--- src/logic/egress_macros.svh ---
// Egress stage sizing
`ifndef EGRESS_MACROS_SVH
`define EGRESS_MACROS_SVH

////////////////////////////////////////////////////////////////////////////
// Core side

// Bytes in one word from the switching core
`define EGR_WORD_BYTES 8

////////////////////////////////////////////////////////////////////////////
// Port side

`define EGR_NUM_PORTS 4
// 8-bit ports take the lowest port numbers, the rest are 32-bit
`define EGR_NUM_8B_PORTS 2
`define EGR_FIFO_DEPTH 4

`endif

--- src/logic/egress_pkg.sv ---
// Egress shared types
`include "egress_macros.svh"

package egress_pkg;

    // Full word as delivered by the switching core
    typedef logic [`EGR_WORD_BYTES*8-1:0] egr_word_t;

    // Egress port number carried with each core beat
    typedef logic [$clog2(`EGR_NUM_PORTS)-1:0] egr_port_t;

    // One bit per egress port
    typedef logic [`EGR_NUM_PORTS-1:0] egr_port_mask_t;

    typedef enum logic {
        WAIT_FIRST,
        IN_PACKET
    } decode_state_e;

    typedef enum logic {
        EMPTY,
        SENDING
    } narrow_state_e;

endpackage

--- src/logic/egress_port_decode.sv ---
// Egress port decode
`timescale 1ns/1ps

module egress_port_decode (
    input  logic                       clk_ifc,
    input  logic                       rst_n,
    input  logic                       in_valid,
    input  egress_pkg::egr_word_t      in_data,
    input  egress_pkg::egr_port_t      in_port,
    input  logic                       in_last,
    output egress_pkg::egr_port_mask_t wr_valid,
    output egress_pkg::egr_word_t      wr_data,
    output logic                       wr_last
);

    egress_pkg::decode_state_e state;
    egress_pkg::egr_port_t     held_port;
    egress_pkg::egr_port_t     cur_port;

    // Tag is only trusted on the first beat of a packet
    assign cur_port = (state == egress_pkg::WAIT_FIRST) ? in_port : held_port;

    ////////////////////////////////////////////////////////////////////////////
    // Packet tracking and write strobe

    always_ff @(posedge clk_ifc) begin
        if (!rst_n) begin
            state     <= egress_pkg::WAIT_FIRST;
            held_port <= '0;
            wr_valid  <= '0;
        end else begin
            wr_valid <= '0;
            if (in_valid) begin
                // One-hot strobe into the selected port buffer
                wr_valid  <= egress_pkg::egr_port_mask_t'(1) << cur_port;
                held_port <= cur_port;
                if (in_last) begin
                    state <= egress_pkg::WAIT_FIRST;
                end else begin
                    state <= egress_pkg::IN_PACKET;
                end
            end
        end
    end

    // Word and end flag follow the strobe by the same cycle
    always_ff @(posedge clk_ifc) begin
        if (in_valid) begin
            wr_data <= in_data;
            wr_last <= in_last;
        end
    end

endmodule

--- src/logic/egress_word_fifo.sv ---
// Egress port word buffer
`timescale 1ns/1ps
`include "egress_macros.svh"

module egress_word_fifo (
    input  logic                  clk_ifc,
    input  logic                  rst_n,
    input  logic                  wr_valid,
    input  egress_pkg::egr_word_t wr_data,
    input  logic                  wr_last,
    output logic                  rd_valid,
    output egress_pkg::egr_word_t rd_data,
    output logic                  rd_last,
    input  logic                  rd_ready,
    output logic                  overflow
);

    localparam int DEPTH = `EGR_FIFO_DEPTH;
    localparam int PTR_W = (DEPTH > 1) ? $clog2(DEPTH) : 1;
    localparam int CNT_W = $clog2(DEPTH + 1);

    egress_pkg::egr_word_t mem_data [DEPTH];
    logic [DEPTH-1:0]      mem_last;
    logic [PTR_W-1:0]      wr_ptr;
    logic [PTR_W-1:0]      rd_ptr;
    logic [CNT_W-1:0]      count;
    logic                  full;
    logic                  push;
    logic                  pop;

    // Wrap at the buffer depth, which need not be a power of two
    function automatic logic [PTR_W-1:0] ptr_next(input logic [PTR_W-1:0] ptr);
        return (ptr == PTR_W'(DEPTH - 1)) ? '0 : ptr + 1'b1;
    endfunction

    assign full = (count == CNT_W'(DEPTH));
    assign push = wr_valid && !full;
    assign pop  = rd_valid && rd_ready;

    assign rd_valid = (count != '0);
    assign rd_data  = mem_data[rd_ptr];
    assign rd_last  = mem_last[rd_ptr];

    ////////////////////////////////////////////////////////////////////////////
    // Storage

    always_ff @(posedge clk_ifc) begin
        if (push) begin
            mem_data[wr_ptr] <= wr_data;
            mem_last[wr_ptr] <= wr_last;
        end
    end

    ////////////////////////////////////////////////////////////////////////////
    // Pointers, occupancy and overflow

    always_ff @(posedge clk_ifc) begin
        if (!rst_n) begin
            wr_ptr   <= '0;
            rd_ptr   <= '0;
            count    <= '0;
            overflow <= 1'b0;
        end else begin
            if (push) begin
                wr_ptr <= ptr_next(wr_ptr);
            end
            if (pop) begin
                rd_ptr <= ptr_next(rd_ptr);
            end
            case ({push, pop})
                2'b10:   count <= count + 1'b1;
                2'b01:   count <= count - 1'b1;
                default: count <= count;
            endcase
            // Word dropped, flag holds until reset
            if (wr_valid && full) begin
                overflow <= 1'b1;
            end
        end
    end

endmodule

--- src/logic/egress_width_narrow.sv ---
// Egress width narrowing
`timescale 1ns/1ps
`include "egress_macros.svh"

module egress_width_narrow #(
    parameter int LANE_BYTES = 1
) (
    input  logic                    clk_ifc,
    input  logic                    rst_n,
    input  logic                    rd_valid,
    input  egress_pkg::egr_word_t   rd_data,
    input  logic                    rd_last,
    output logic                    rd_ready,
    output logic                    out_valid,
    output logic [LANE_BYTES*8-1:0] out_data,
    output logic                    out_last,
    input  logic                    out_ready
);

    localparam int LANE_BITS = LANE_BYTES * 8;
    localparam int BEATS     = `EGR_WORD_BYTES / LANE_BYTES;
    localparam int CNT_W     = (BEATS > 1) ? $clog2(BEATS) : 1;

    egress_pkg::narrow_state_e state;
    egress_pkg::egr_word_t     shift_reg;
    logic                      word_last;
    logic [CNT_W-1:0]          beat_cnt;
    logic                      beat_final;

    assign beat_final = (beat_cnt == CNT_W'(BEATS - 1));

    // Only pull a new word once the current one is fully sent
    assign rd_ready = (state == egress_pkg::EMPTY);

    assign out_valid = (state == egress_pkg::SENDING);
    assign out_data  = shift_reg[LANE_BITS-1:0];
    // End of packet only on the top lane of a word flagged last
    assign out_last  = out_valid && word_last && beat_final;

    ////////////////////////////////////////////////////////////////////////////
    // State and beat counter

    always_ff @(posedge clk_ifc) begin
        if (!rst_n) begin
            state    <= egress_pkg::EMPTY;
            beat_cnt <= '0;
        end else begin
            case (state)
                egress_pkg::EMPTY: begin
                    if (rd_valid) begin
                        state    <= egress_pkg::SENDING;
                        beat_cnt <= '0;
                    end
                end
                egress_pkg::SENDING: begin
                    if (out_ready) begin
                        if (beat_final) begin
                            state <= egress_pkg::EMPTY;
                        end else begin
                            beat_cnt <= beat_cnt + 1'b1;
                        end
                    end
                end
                default: state <= egress_pkg::EMPTY;
            endcase
        end
    end

    ////////////////////////////////////////////////////////////////////////////
    // Word holding register, lowest byte leaves first

    always_ff @(posedge clk_ifc) begin
        if (rd_ready && rd_valid) begin
            shift_reg <= rd_data;
            word_last <= rd_last;
        end else if (out_valid && out_ready && !beat_final) begin
            shift_reg <= shift_reg >> LANE_BITS;
        end
    end

endmodule

--- src/logic/mpls_egress.sv ---
// MPLS egress stage top
`timescale 1ns/1ps
`include "egress_macros.svh"

module mpls_egress (
    input  logic                                          clk_ifc,
    input  logic                                          rst_n,
    // Core side, cannot be stalled
    input  logic                                          in_valid,
    input  egress_pkg::egr_word_t                         in_data,
    input  egress_pkg::egr_port_t                         in_port,
    input  logic                                          in_last,
    // 8-bit ports
    output logic [`EGR_NUM_8B_PORTS-1:0]                  out8_valid,
    input  logic [`EGR_NUM_8B_PORTS-1:0]                  out8_ready,
    output logic [`EGR_NUM_8B_PORTS-1:0][7:0]             out8_data,
    output logic [`EGR_NUM_8B_PORTS-1:0]                  out8_last,
    // 32-bit ports
    output logic [`EGR_NUM_PORTS-`EGR_NUM_8B_PORTS-1:0]       out32_valid,
    input  logic [`EGR_NUM_PORTS-`EGR_NUM_8B_PORTS-1:0]       out32_ready,
    output logic [`EGR_NUM_PORTS-`EGR_NUM_8B_PORTS-1:0][31:0] out32_data,
    output logic [`EGR_NUM_PORTS-`EGR_NUM_8B_PORTS-1:0]       out32_last,
    output egress_pkg::egr_port_mask_t                    overflow
);

    localparam int NUM_8B  = `EGR_NUM_8B_PORTS;
    localparam int NUM_32B = `EGR_NUM_PORTS - `EGR_NUM_8B_PORTS;

    egress_pkg::egr_port_mask_t wr_valid;
    egress_pkg::egr_word_t      wr_data;
    logic                       wr_last;

    egress_pkg::egr_port_mask_t rd_valid;
    egress_pkg::egr_word_t      rd_data [`EGR_NUM_PORTS];
    egress_pkg::egr_port_mask_t rd_last;
    egress_pkg::egr_port_mask_t rd_ready;

    ////////////////////////////////////////////////////////////////////////////
    // Input side

    egress_port_decode u_decode (
        .clk_ifc  (clk_ifc),
        .rst_n    (rst_n),
        .in_valid (in_valid),
        .in_data  (in_data),
        .in_port  (in_port),
        .in_last  (in_last),
        .wr_valid (wr_valid),
        .wr_data  (wr_data),
        .wr_last  (wr_last)
    );

    ////////////////////////////////////////////////////////////////////////////
    // Per-port word buffers

    for (genvar p = 0; p < `EGR_NUM_PORTS; p++) begin : g_fifo
        egress_word_fifo u_fifo (
            .clk_ifc  (clk_ifc),
            .rst_n    (rst_n),
            .wr_valid (wr_valid[p]),
            .wr_data  (wr_data),
            .wr_last  (wr_last),
            .rd_valid (rd_valid[p]),
            .rd_data  (rd_data[p]),
            .rd_last  (rd_last[p]),
            .rd_ready (rd_ready[p]),
            .overflow (overflow[p])
        );
    end

    ////////////////////////////////////////////////////////////////////////////
    // Output side

    for (genvar i = 0; i < NUM_8B; i++) begin : g_narrow8
        egress_width_narrow #(
            .LANE_BYTES (1)
        ) u_narrow (
            .clk_ifc   (clk_ifc),
            .rst_n     (rst_n),
            .rd_valid  (rd_valid[i]),
            .rd_data   (rd_data[i]),
            .rd_last   (rd_last[i]),
            .rd_ready  (rd_ready[i]),
            .out_valid (out8_valid[i]),
            .out_data  (out8_data[i]),
            .out_last  (out8_last[i]),
            .out_ready (out8_ready[i])
        );
    end

    // 32-bit ports follow the 8-bit ones in port numbering
    for (genvar i = 0; i < NUM_32B; i++) begin : g_narrow32
        egress_width_narrow #(
            .LANE_BYTES (4)
        ) u_narrow (
            .clk_ifc   (clk_ifc),
            .rst_n     (rst_n),
            .rd_valid  (rd_valid[NUM_8B + i]),
            .rd_data   (rd_data[NUM_8B + i]),
            .rd_last   (rd_last[NUM_8B + i]),
            .rd_ready  (rd_ready[NUM_8B + i]),
            .out_valid (out32_valid[i]),
            .out_data  (out32_data[i]),
            .out_last  (out32_last[i]),
            .out_ready (out32_ready[i])
        );
    end

endmodule

--- config.mk ---
export PLATFORM = sky130hd
export DESIGN_NAME = mpls_egress
export DESIGN_NICKNAME = d
export VERILOG_FILES = /design/src/logic/egress_pkg.sv /design/src/logic/egress_port_decode.sv /design/src/logic/egress_word_fifo.sv /design/src/logic/egress_width_narrow.sv /design/src/logic/mpls_egress.sv
export VERILOG_INCLUDE_DIRS = /design/src /design/src/logic
export SDC_FILE = /design/constraint.sdc
export NUM_CORES = 1
export LEC_CHECK = 0
export ABC_AREA = 1
export BUFFER_PORTS_ARGS = -buffer_cell sky130_fd_sc_hd__buf_2
export CAP_MARGIN = 20
export CORE_MARGIN = 2
export CORE_UTILIZATION = 55
export DETAILED_ROUTE_END_ITERATION = 8
export PLACE_DENSITY = 0.72
export SLEW_MARGIN = 25
export SYNTH_ARGS = -nofsm -noshare
export SYNTH_HDL_FRONTEND = slang
export SYNTH_SLANG_ARGS = --single-unit
export TNS_END_PERCENT = 5
--- constraint.sdc ---
create_clock -name clk_ifc -period 14.84 [get_ports clk_ifc]
set_input_delay 2.226 -clock clk_ifc [delete_from_list [all_inputs] [get_ports clk_ifc]]
set_output_delay 2.226 -clock clk_ifc [all_outputs]
set_load 0.1 [all_outputs]
==> run_results.csv, run 1 <==
group,metric,value,unit
timing,fmax,234.7,MHz
global_route,overflow,0,
finish,largest_register_ff_count,1024,
critical_path,cp-end-kind,"output port",
floorplanning,dieHeight,321.5,µm
timing,rsz0062_at_grt,"no",
routing,drc,0,
floorplanning,coreArea,100000,µm²
routing,firstDrtPassIters,5,
synth,synthAdderAreaFrac,0.007763,
critical_path,path_buf_inv,2,
timing,tns,0,ns
finish,regArea,42190,µm²
placement,place_hpwl,70600,µm
floorplanning,dieArea,103400,µm²
finish,layout_commonest_cell,"edfxtp_1",
critical_path,path_class,"reg2out",
critical_path,cpMaxStageDelayCell,"buf_2",
routing,via_count,32736,
global_route,grt_pass1_wl,191800,µm
critical_path,crit_path_max_incr_delay,0.44,ns
critical_path,critPathRequiredTime,12.61,ns
synth,ys_ff_latch,1424,
clock_tree,cts.htree.levels,4,
finish,nNetsFinal,4562,
critical_path,path_depth,5,
timing,finalHoldViolCount,0,
clock_tree,clock_latency,0.75,ns
finish,multi_input_area,11080,µm²
synth,yosys.area_share.xor_xnor,0,
global_route,grt_max_degree,97,
finish,area_delta_synth_final,9.868,%
synth,synth_top_family_by_area,"simple AND/OR/NAND/NOR gates",
clock_tree,cts_hold_buf,0,
finish,antenna_cells,0,
critical_path,reg2reg_depth,6,
timing,worstMarginPinSlew,1.058,ns
clock_tree,cts_setup_buffers,0,
routing,via_per_inst,5.583,
synth,synth_mux_area_frac,0,
timing,period_share,0.2871,
clock_tree,clockBufferDepth,3,
placement,io_buffers,165,
finish,final_cell_mix,"edfxtp_1 (1365), nor2_1 (1084), nand2_1 (759)",
finish,drive_above_1_share,0.1012,
floorplanning,io_pins,166,
critical_path,path_common_cell,"ha_1",
floorplanning,initial_core_util,0.5545,
synth,synth_compound_area_frac,0.05953,
floorplanning,num_rows,116,
timing,skew,0.02686,ns
synth,syn_area,55450,µm²
synth,synth-seq-area-share,0.7606,
placement,gp_congestion,0.7939,
timing,finalSetupViolations,0,
power,power,13230,µW
routing,drt_first_iter_violations,4338,
finish,nFillCells,7337,
clock_tree,cts-root-buf,"clkbuf_16",
synth,yosysWarnings,0,
routing,ant_nets,0,
job,cap_violations,0,
status,status,"completed",
worst_hold_path,hold_path_depth,2,
critical_path,startpoint_type,"flip-flop",
timing,finalCriticalPeriod,4.261,ns
clock_tree,cts_num_sinks,1424,
timing,max_slew_margin,0.2947,
global_route,antenna_found_initial,1,
critical_path,crit_family,"buffers and inverters",
worst_hold_path,hold_class,"reg2reg",
critical_path,critPathArrivalTime,2.03,ns
power,vdd_drop_max,0.0002959,V
power,power.density,217.1,nW/µm²
synth,syn_inst,4405,
clock_tree,cts_tree,"yes",
clock_tree,cts_made_buffers,142,
clock_tree,clk_pin_slew,0.06,ns
power,leakage,0.02198,µW
timing,slew_viol_final,0,
critical_path,worstPathMaxFanout,3,
routing,drt_wl_total,128400,µm
synth,yosys.area_share.simple,0.1296,
critical_path,crit_chain,"ha_1 > ha_1 > inv_1 > nor2_1 > buf_2",
routing,wl_per_cell,21.90,µm
clock_tree,cts_resized,0,
synth,syn_nets,4511,
global_route,grt_pass1_vias,31582,
global_route,grtUsageTotal,0.2505,
floorplanning,die_x,321.5,µm
synth,synth.distinct_cells,26,
synth,avgSynthCellArea,12.59,µm²
==> kinds of logic after synthesis <==
logic type / Yosys count
buffers and inverters: 397
flip-flops: 1424
AND/OR/NAND/NOR: 1897
adder cells (fa/ha/maj): 32
AO/OA/AOI/OAI: 655
==> Yosys cell counts (all sizes together) <==
master | instances | share of area
inv | 89 | 0.0060
a21oi | 104 | 0.0094
nor2 | 1101 | 0.075
ha | 28 | 0.0063
a32oi | 4 | 0.00063
fa | 4 | 0.0014
or2 | 5 | 0.00056
o21ai | 543 | 0.049
clkbuf | 60 | 0.0041
nand2 | 765 | 0.052
edfxtp | 1365 | 0.74
o22ai | 2 | 0.00023
a21boi | 2 | 0.00027
dfxtp | 59 | 0.021
nand3 | 19 | 0.0017
buf | 247 | 0.032
clkinv | 1 | 0.000068
nand4 | 7 | 0.00079
==> worst paths after layout <==
| kind | to | from | slack [ns] |
|---|---|---|---|
| min | g_fifo[0].u_fifo.overflow$_SDFFE_PN0P_ | g_fifo[0].u_fifo.overflow$_SDFFE_PN0P_ | 0.45 |
| min reg2reg | g_fifo[0].u_fifo.overflow$_SDFFE_PN0P_ | g_fifo[0].u_fifo.overflow$_SDFFE_PN0P_ | 0.45 |
| max | out8_last[1] | g_narrow8[1].u_narrow.beat_cnt[0]$_SDFFE_PN0P_ | 10.58 |
| max reg2reg | g_narrow32[0].u_narrow.shift_reg[29]$_DFFE_PP_ | flip-flop | 11.87 |
==> routing by layer <==
| layer | GRT usage | up-vias | wire [µm] |
|---|---|---|---|
| met2 | 0.3893 | 1540 | 59480 |
| met5 | 0 | - | 0 |
| met4 | 0.08744 | 0 | 4061 |
| li1 | - | 15177 | - |
| met3 | 0.05609 | 221 | 12610 |
| met1 | 0.3516 | 15798 | 52260 |
==> layout make-up <==
class,count,area share
Clock buffer,182,0.06285
Clock inverter,72,0.01033
Inverter,90,0.005587
Multi-Input combinational cell,2584,0.1820
Sequential cell,1424,0.6926
Tap cell,1298,0.02666
Timing Repair Buffer,214,0.02003
==> power breakdown <==
group / internal [µW] / switching, µW
Combinational: 870 / 3340
Sequential: 5260 / 321
Clock: 1950 / 1480
Total: 8090 / 5140
==> worst reg2reg max path, stage by stage, from the launching register on <==
cell and delay, ns:
dfxtp_4 0.50, inv_2 0.74, buf_4 0.77, o21ai_0 0.24
nand2_1 0.10, nand2_1 0.05, nand2_1 0.33
==> stage by stage <==
step / utilization / instances / setup slack (ns) / hold slack, ns / cell area (µm²)
3_5_place_dp: 0.5642 / 5609 / 10.88 / 0.4473 / 56420
5_1_grt: 0.6092 / 5864 / 10.46 / 0.4782 / 60920
4_1_cts: 0.6088 / 5863 / 10.53 / 0.4559 / 60880
3_3_place_gp: 0.5642 / 5609 / 10.91 / 0.4389 / 56420
2_1_floorplan: - / 4405 / 7.461 / 0.4218 / 55450
6_report: 0.6092 / 5864 / 10.58 / 0.4523 / 60920
No activity file was read; power rests on OpenSTA's default activity.
==> run 2: changes to the inputs <==
--- a/config.mk
+++ b/config.mk
@@ -6,7 +6,7 @@
 export SDC_FILE = /design/constraint.sdc
 export NUM_CORES = 1
 export LEC_CHECK = 0
-export ABC_AREA = 1
+export ABC_AREA = 0
 export BUFFER_PORTS_ARGS = -buffer_cell sky130_fd_sc_hd__buf_2
 export CAP_MARGIN = 20
 export CORE_MARGIN = 2
==> constraint.sdc (replaced) <==
create_clock -name clk_ifc -period 4 [get_ports clk_ifc]
set_input_delay 0.6 -clock clk_ifc [delete_from_list [all_inputs] [get_ports clk_ifc]]
set_output_delay 0.6 -clock clk_ifc [all_outputs]
set_load 0.1 [all_outputs]
==> run_results.csv, run 2 <==
group,metric,value,unit
synth,syn_inst,2390,
critical_path,rrSetupSlack,1.46,ns
critical_path,regToRegEndpoint,"g_narrow32[1].u_narrow.shift_reg[2]$_DFFE_PP_",
synth,yosysMostFrequentCell,"edfxtp_1",
critical_path,critPathArrivalTime,2.12,ns
placement,io_buffers,165,
clock_tree,cts_hold_buf,0,
routing,ant_nets,0,
power,power.density,771.2,nW/µm²
worst_hold_path,min_delay_worst_endpoint,"u_decode.wr_data[22]$_DFFE_PP_",
clock_tree,clk_pin_slew,0.07,ns
power,p_seq_frac,0.453,
finish,nNetsFinal,2673,
timing,max_slew_margin,0.3188,
synth,synth.distinct_cells,44,
clock_tree,clockBufferDepth,3,
worst_hold_path,hold_class,"in2reg",
clock_tree,cts.htree.levels,4,
global_route,grt_pass1_vias,25208,
timing,worst_slack,1.278,ns
placement,gp_congestion,0.7444,
routing,drt_first_iter_violations,3022,
synth,synth-seq-area-share,0.7833,
critical_path,critPathRequiredTime,3.40,ns
synth,synth_top_cells_by_count,"edfxtp_1 (1365), mux4_2 (260), mux2_2 (117)",
synth,yosysWarnings,0,
clock_tree,clock_latency,0.73,ns
floorplanning,dieHeight,316.9,µm
floorplanning,dieArea,100400,µm²
floorplanning,io_pins,166,
timing,slew_viol_final,0,
timing,finalHoldViolCount,0,
global_route,overflow,0,
timing,fin_hold_ws,0.04471,ns
floorplanning,num_rows,114,
critical_path,rr_startpoint,"g_fifo[3].u_fifo.count[2]$_SDFFE_PN0P_",
finish,drive_above_1_share,0.3377,
clock_tree,cts_made_buffers,143,
synth,ys_ff_latch,1424,
timing,finalCriticalPeriod,2.722,ns
timing,skew,0.02540,ns
finish,finalNonFillerCells,3950,
synth,avgSynthCellArea,22.53,µm²
clock_tree,cts_num_sinks,1424,
routing,firstDrtPassIters,7,
global_route,grt_pass1_wl,167400,µm
synth,async_reset_ff_frac,0,
synth,synth_top_area_cell,"edfxtp_1",
power,clkPwrFrac,0.274,
routing,drt_wl_total,115400,µm
floorplanning,initial_core_util,0.5559,
synth,synth_top_area_frac,0.7614,
routing,drc,0,
status,status,"completed",
finish,layout_commonest_cell,"edfxtp_1",
power,p_sw,15130,µW
timing,fmax,367.3,MHz
timing,period_share,0.6806,
timing,tns,0,ns
placement,placed_area,55630,µm²
job,cap_violations,0,
floorplanning,die_x,316.9,µm
routing,via_per_inst,6.092,
worst_hold_path,hold_path_depth,1,
placement,dp.cells,3697,
critical_path,path_class,"reg2out",
placement,dp_worst_setup_slack,1.480,ns
synth,synth_ff_type,"edfxtp_1",
critical_path,startpoint_type,"flip-flop",
clock_tree,cts_resized,0,
clock_tree,cts-root-buf,"clkbuf_16",
floorplanning,coreArea,96850,µm²
critical_path,reg2reg_depth,6,
clock_tree,cts_tree,"yes",
power,p_comb_frac,0.273,
finish,nFillCells,6348,
synth,synth_edf_count,1365,
routing,wl_per_cell,29.20,µm
synth,syn_nets,2496,
finish,multi_input_area,10290,µm²
finish,largest_register_ff_count,1024,
critical_path,cp-end-kind,"output port",
synth,syn_area,53840,µm²
power,swShare,0.3264,
global_route,antenna_found_initial,1,
timing,worstMarginPinSlew,1.022,ns
routing,via_count,24064,
finish,final_cell_mix,"edfxtp_1 (1365), mux4_2 (260), buf_2 (164)",
global_route,grtUsageTotal,0.2345,
timing,finalSetupViolations,0,
finish,final_area,60110,µm²
power,power.internal,31230,µW
finish,regArea,42200,µm²
power,vdd_drop_max,0.0006212,V
clock_tree,cts_setup_buffers,0,
worst_hold_path,hp-start,"in_data[22]",
synth,synth.area.top_cells,"edfxtp_1 (76%), mux4_2 (11%), mux2_2 (2.4%)",
critical_path,worstPathMaxFanout,4,
timing,rsz0062_at_grt,"no",
power,leakage,0.01958,µW
placement,place_hpwl,65630,µm
finish,area_delta_synth_final,11.65,%
global_route,grt_max_degree,66,
==> run 2: critical path, cell delays in order, from the launching register on <==
cell	delay [ns]
dfxtp_1	0.36
ha_1	0.19
ha_1	0.23
and3_1	0.17
buf_2	0.44
==> run 2: metal layers <==
metal,global-route usage,wire length [µm]
met1,0.3225,45350
met2,0.3842,58070
met5,0,0
met3,0.04259,8661
met4,0.07955,3283
==> run 2: worst max-delay path by stage <==
stage	start	endpoint	slack [ns]
finish	g_narrow8[1].u_narrow.beat_cnt[0]$_SDFFE_PN0P_	out8_last[1]	1.28
global route	g_narrow8[1].u_narrow.beat_cnt[0]$_SDFFE_PN0P_	out8_last[1]	1.18
CTS	g_narrow8[1].u_narrow.beat_cnt[0]$_SDFFE_PN0P_	out8_last[1]	1.23
detailed placement	g_fifo[3].u_fifo.count[0]$_SDFFE_PN0P_	g_narrow32[1].u_narrow.shift_reg[2]$_DFFE_PP_	1.48
global placement	g_fifo[3].u_fifo.count[0]$_SDFFE_PN0P_	g_narrow32[1].u_narrow.shift_reg[2]$_DFFE_PP_	1.52
floorplan	out32_ready[1]	g_narrow32[1].u_narrow.shift_reg[0]$_DFFE_PP_	-1.75
==> run 2: cell families (layout without fill, tap and decap cells) <==
family | Yosys count | after routing | share of synthesized area
AOI/OAI and AO/OA | 73 | 73 | 0.007809
and+or+nand+nor | 188 | 188 | 0.02087
xor gates and xnor gates | 8 | 8 | 0.001302
buffers and inverters | 224 | 505 | 0.02812
adders and majority gates | 32 | 32 | 0.007995
muxes | 441 | 441 | 0.1506
DFF | 1424 | 1424 | 0.7833
other | 0 | 3 | 0
==> run 2: final cells by class <==
cell class	instances	share of cell area
clock buffer	170	0.06228
timing repair buffer	229	0.02425
antenna	3	0.0001249
multi-input combinational	742	0.1712
tap	1276	0.02656
inverter	27	0.001936
clock inverter	79	0.01151
sequential	1424	0.7021
==> run 2: power by group through the flow <==
stage	registers (µW)	clock network, µW	logic, µW
CTS	21100	12900	12700
floorplan	20300	0	10800
finish	21000	12700	12600
global placement	21300	0	12400
global route	21200	13500	13200
detailed placement	21300	0	12600
==> run 2: through the flow <==
| stage | util | total power [µW] |
|---|---|---|
| detailed placement | 0.5744 | 33950 |
| floorplan | - | 31150 |
| global route | 0.6205 | 47880 |
| global placement | 0.5744 | 33690 |
| CTS | 0.6202 | 46650 |
| finish | 0.6206 | 46360 |
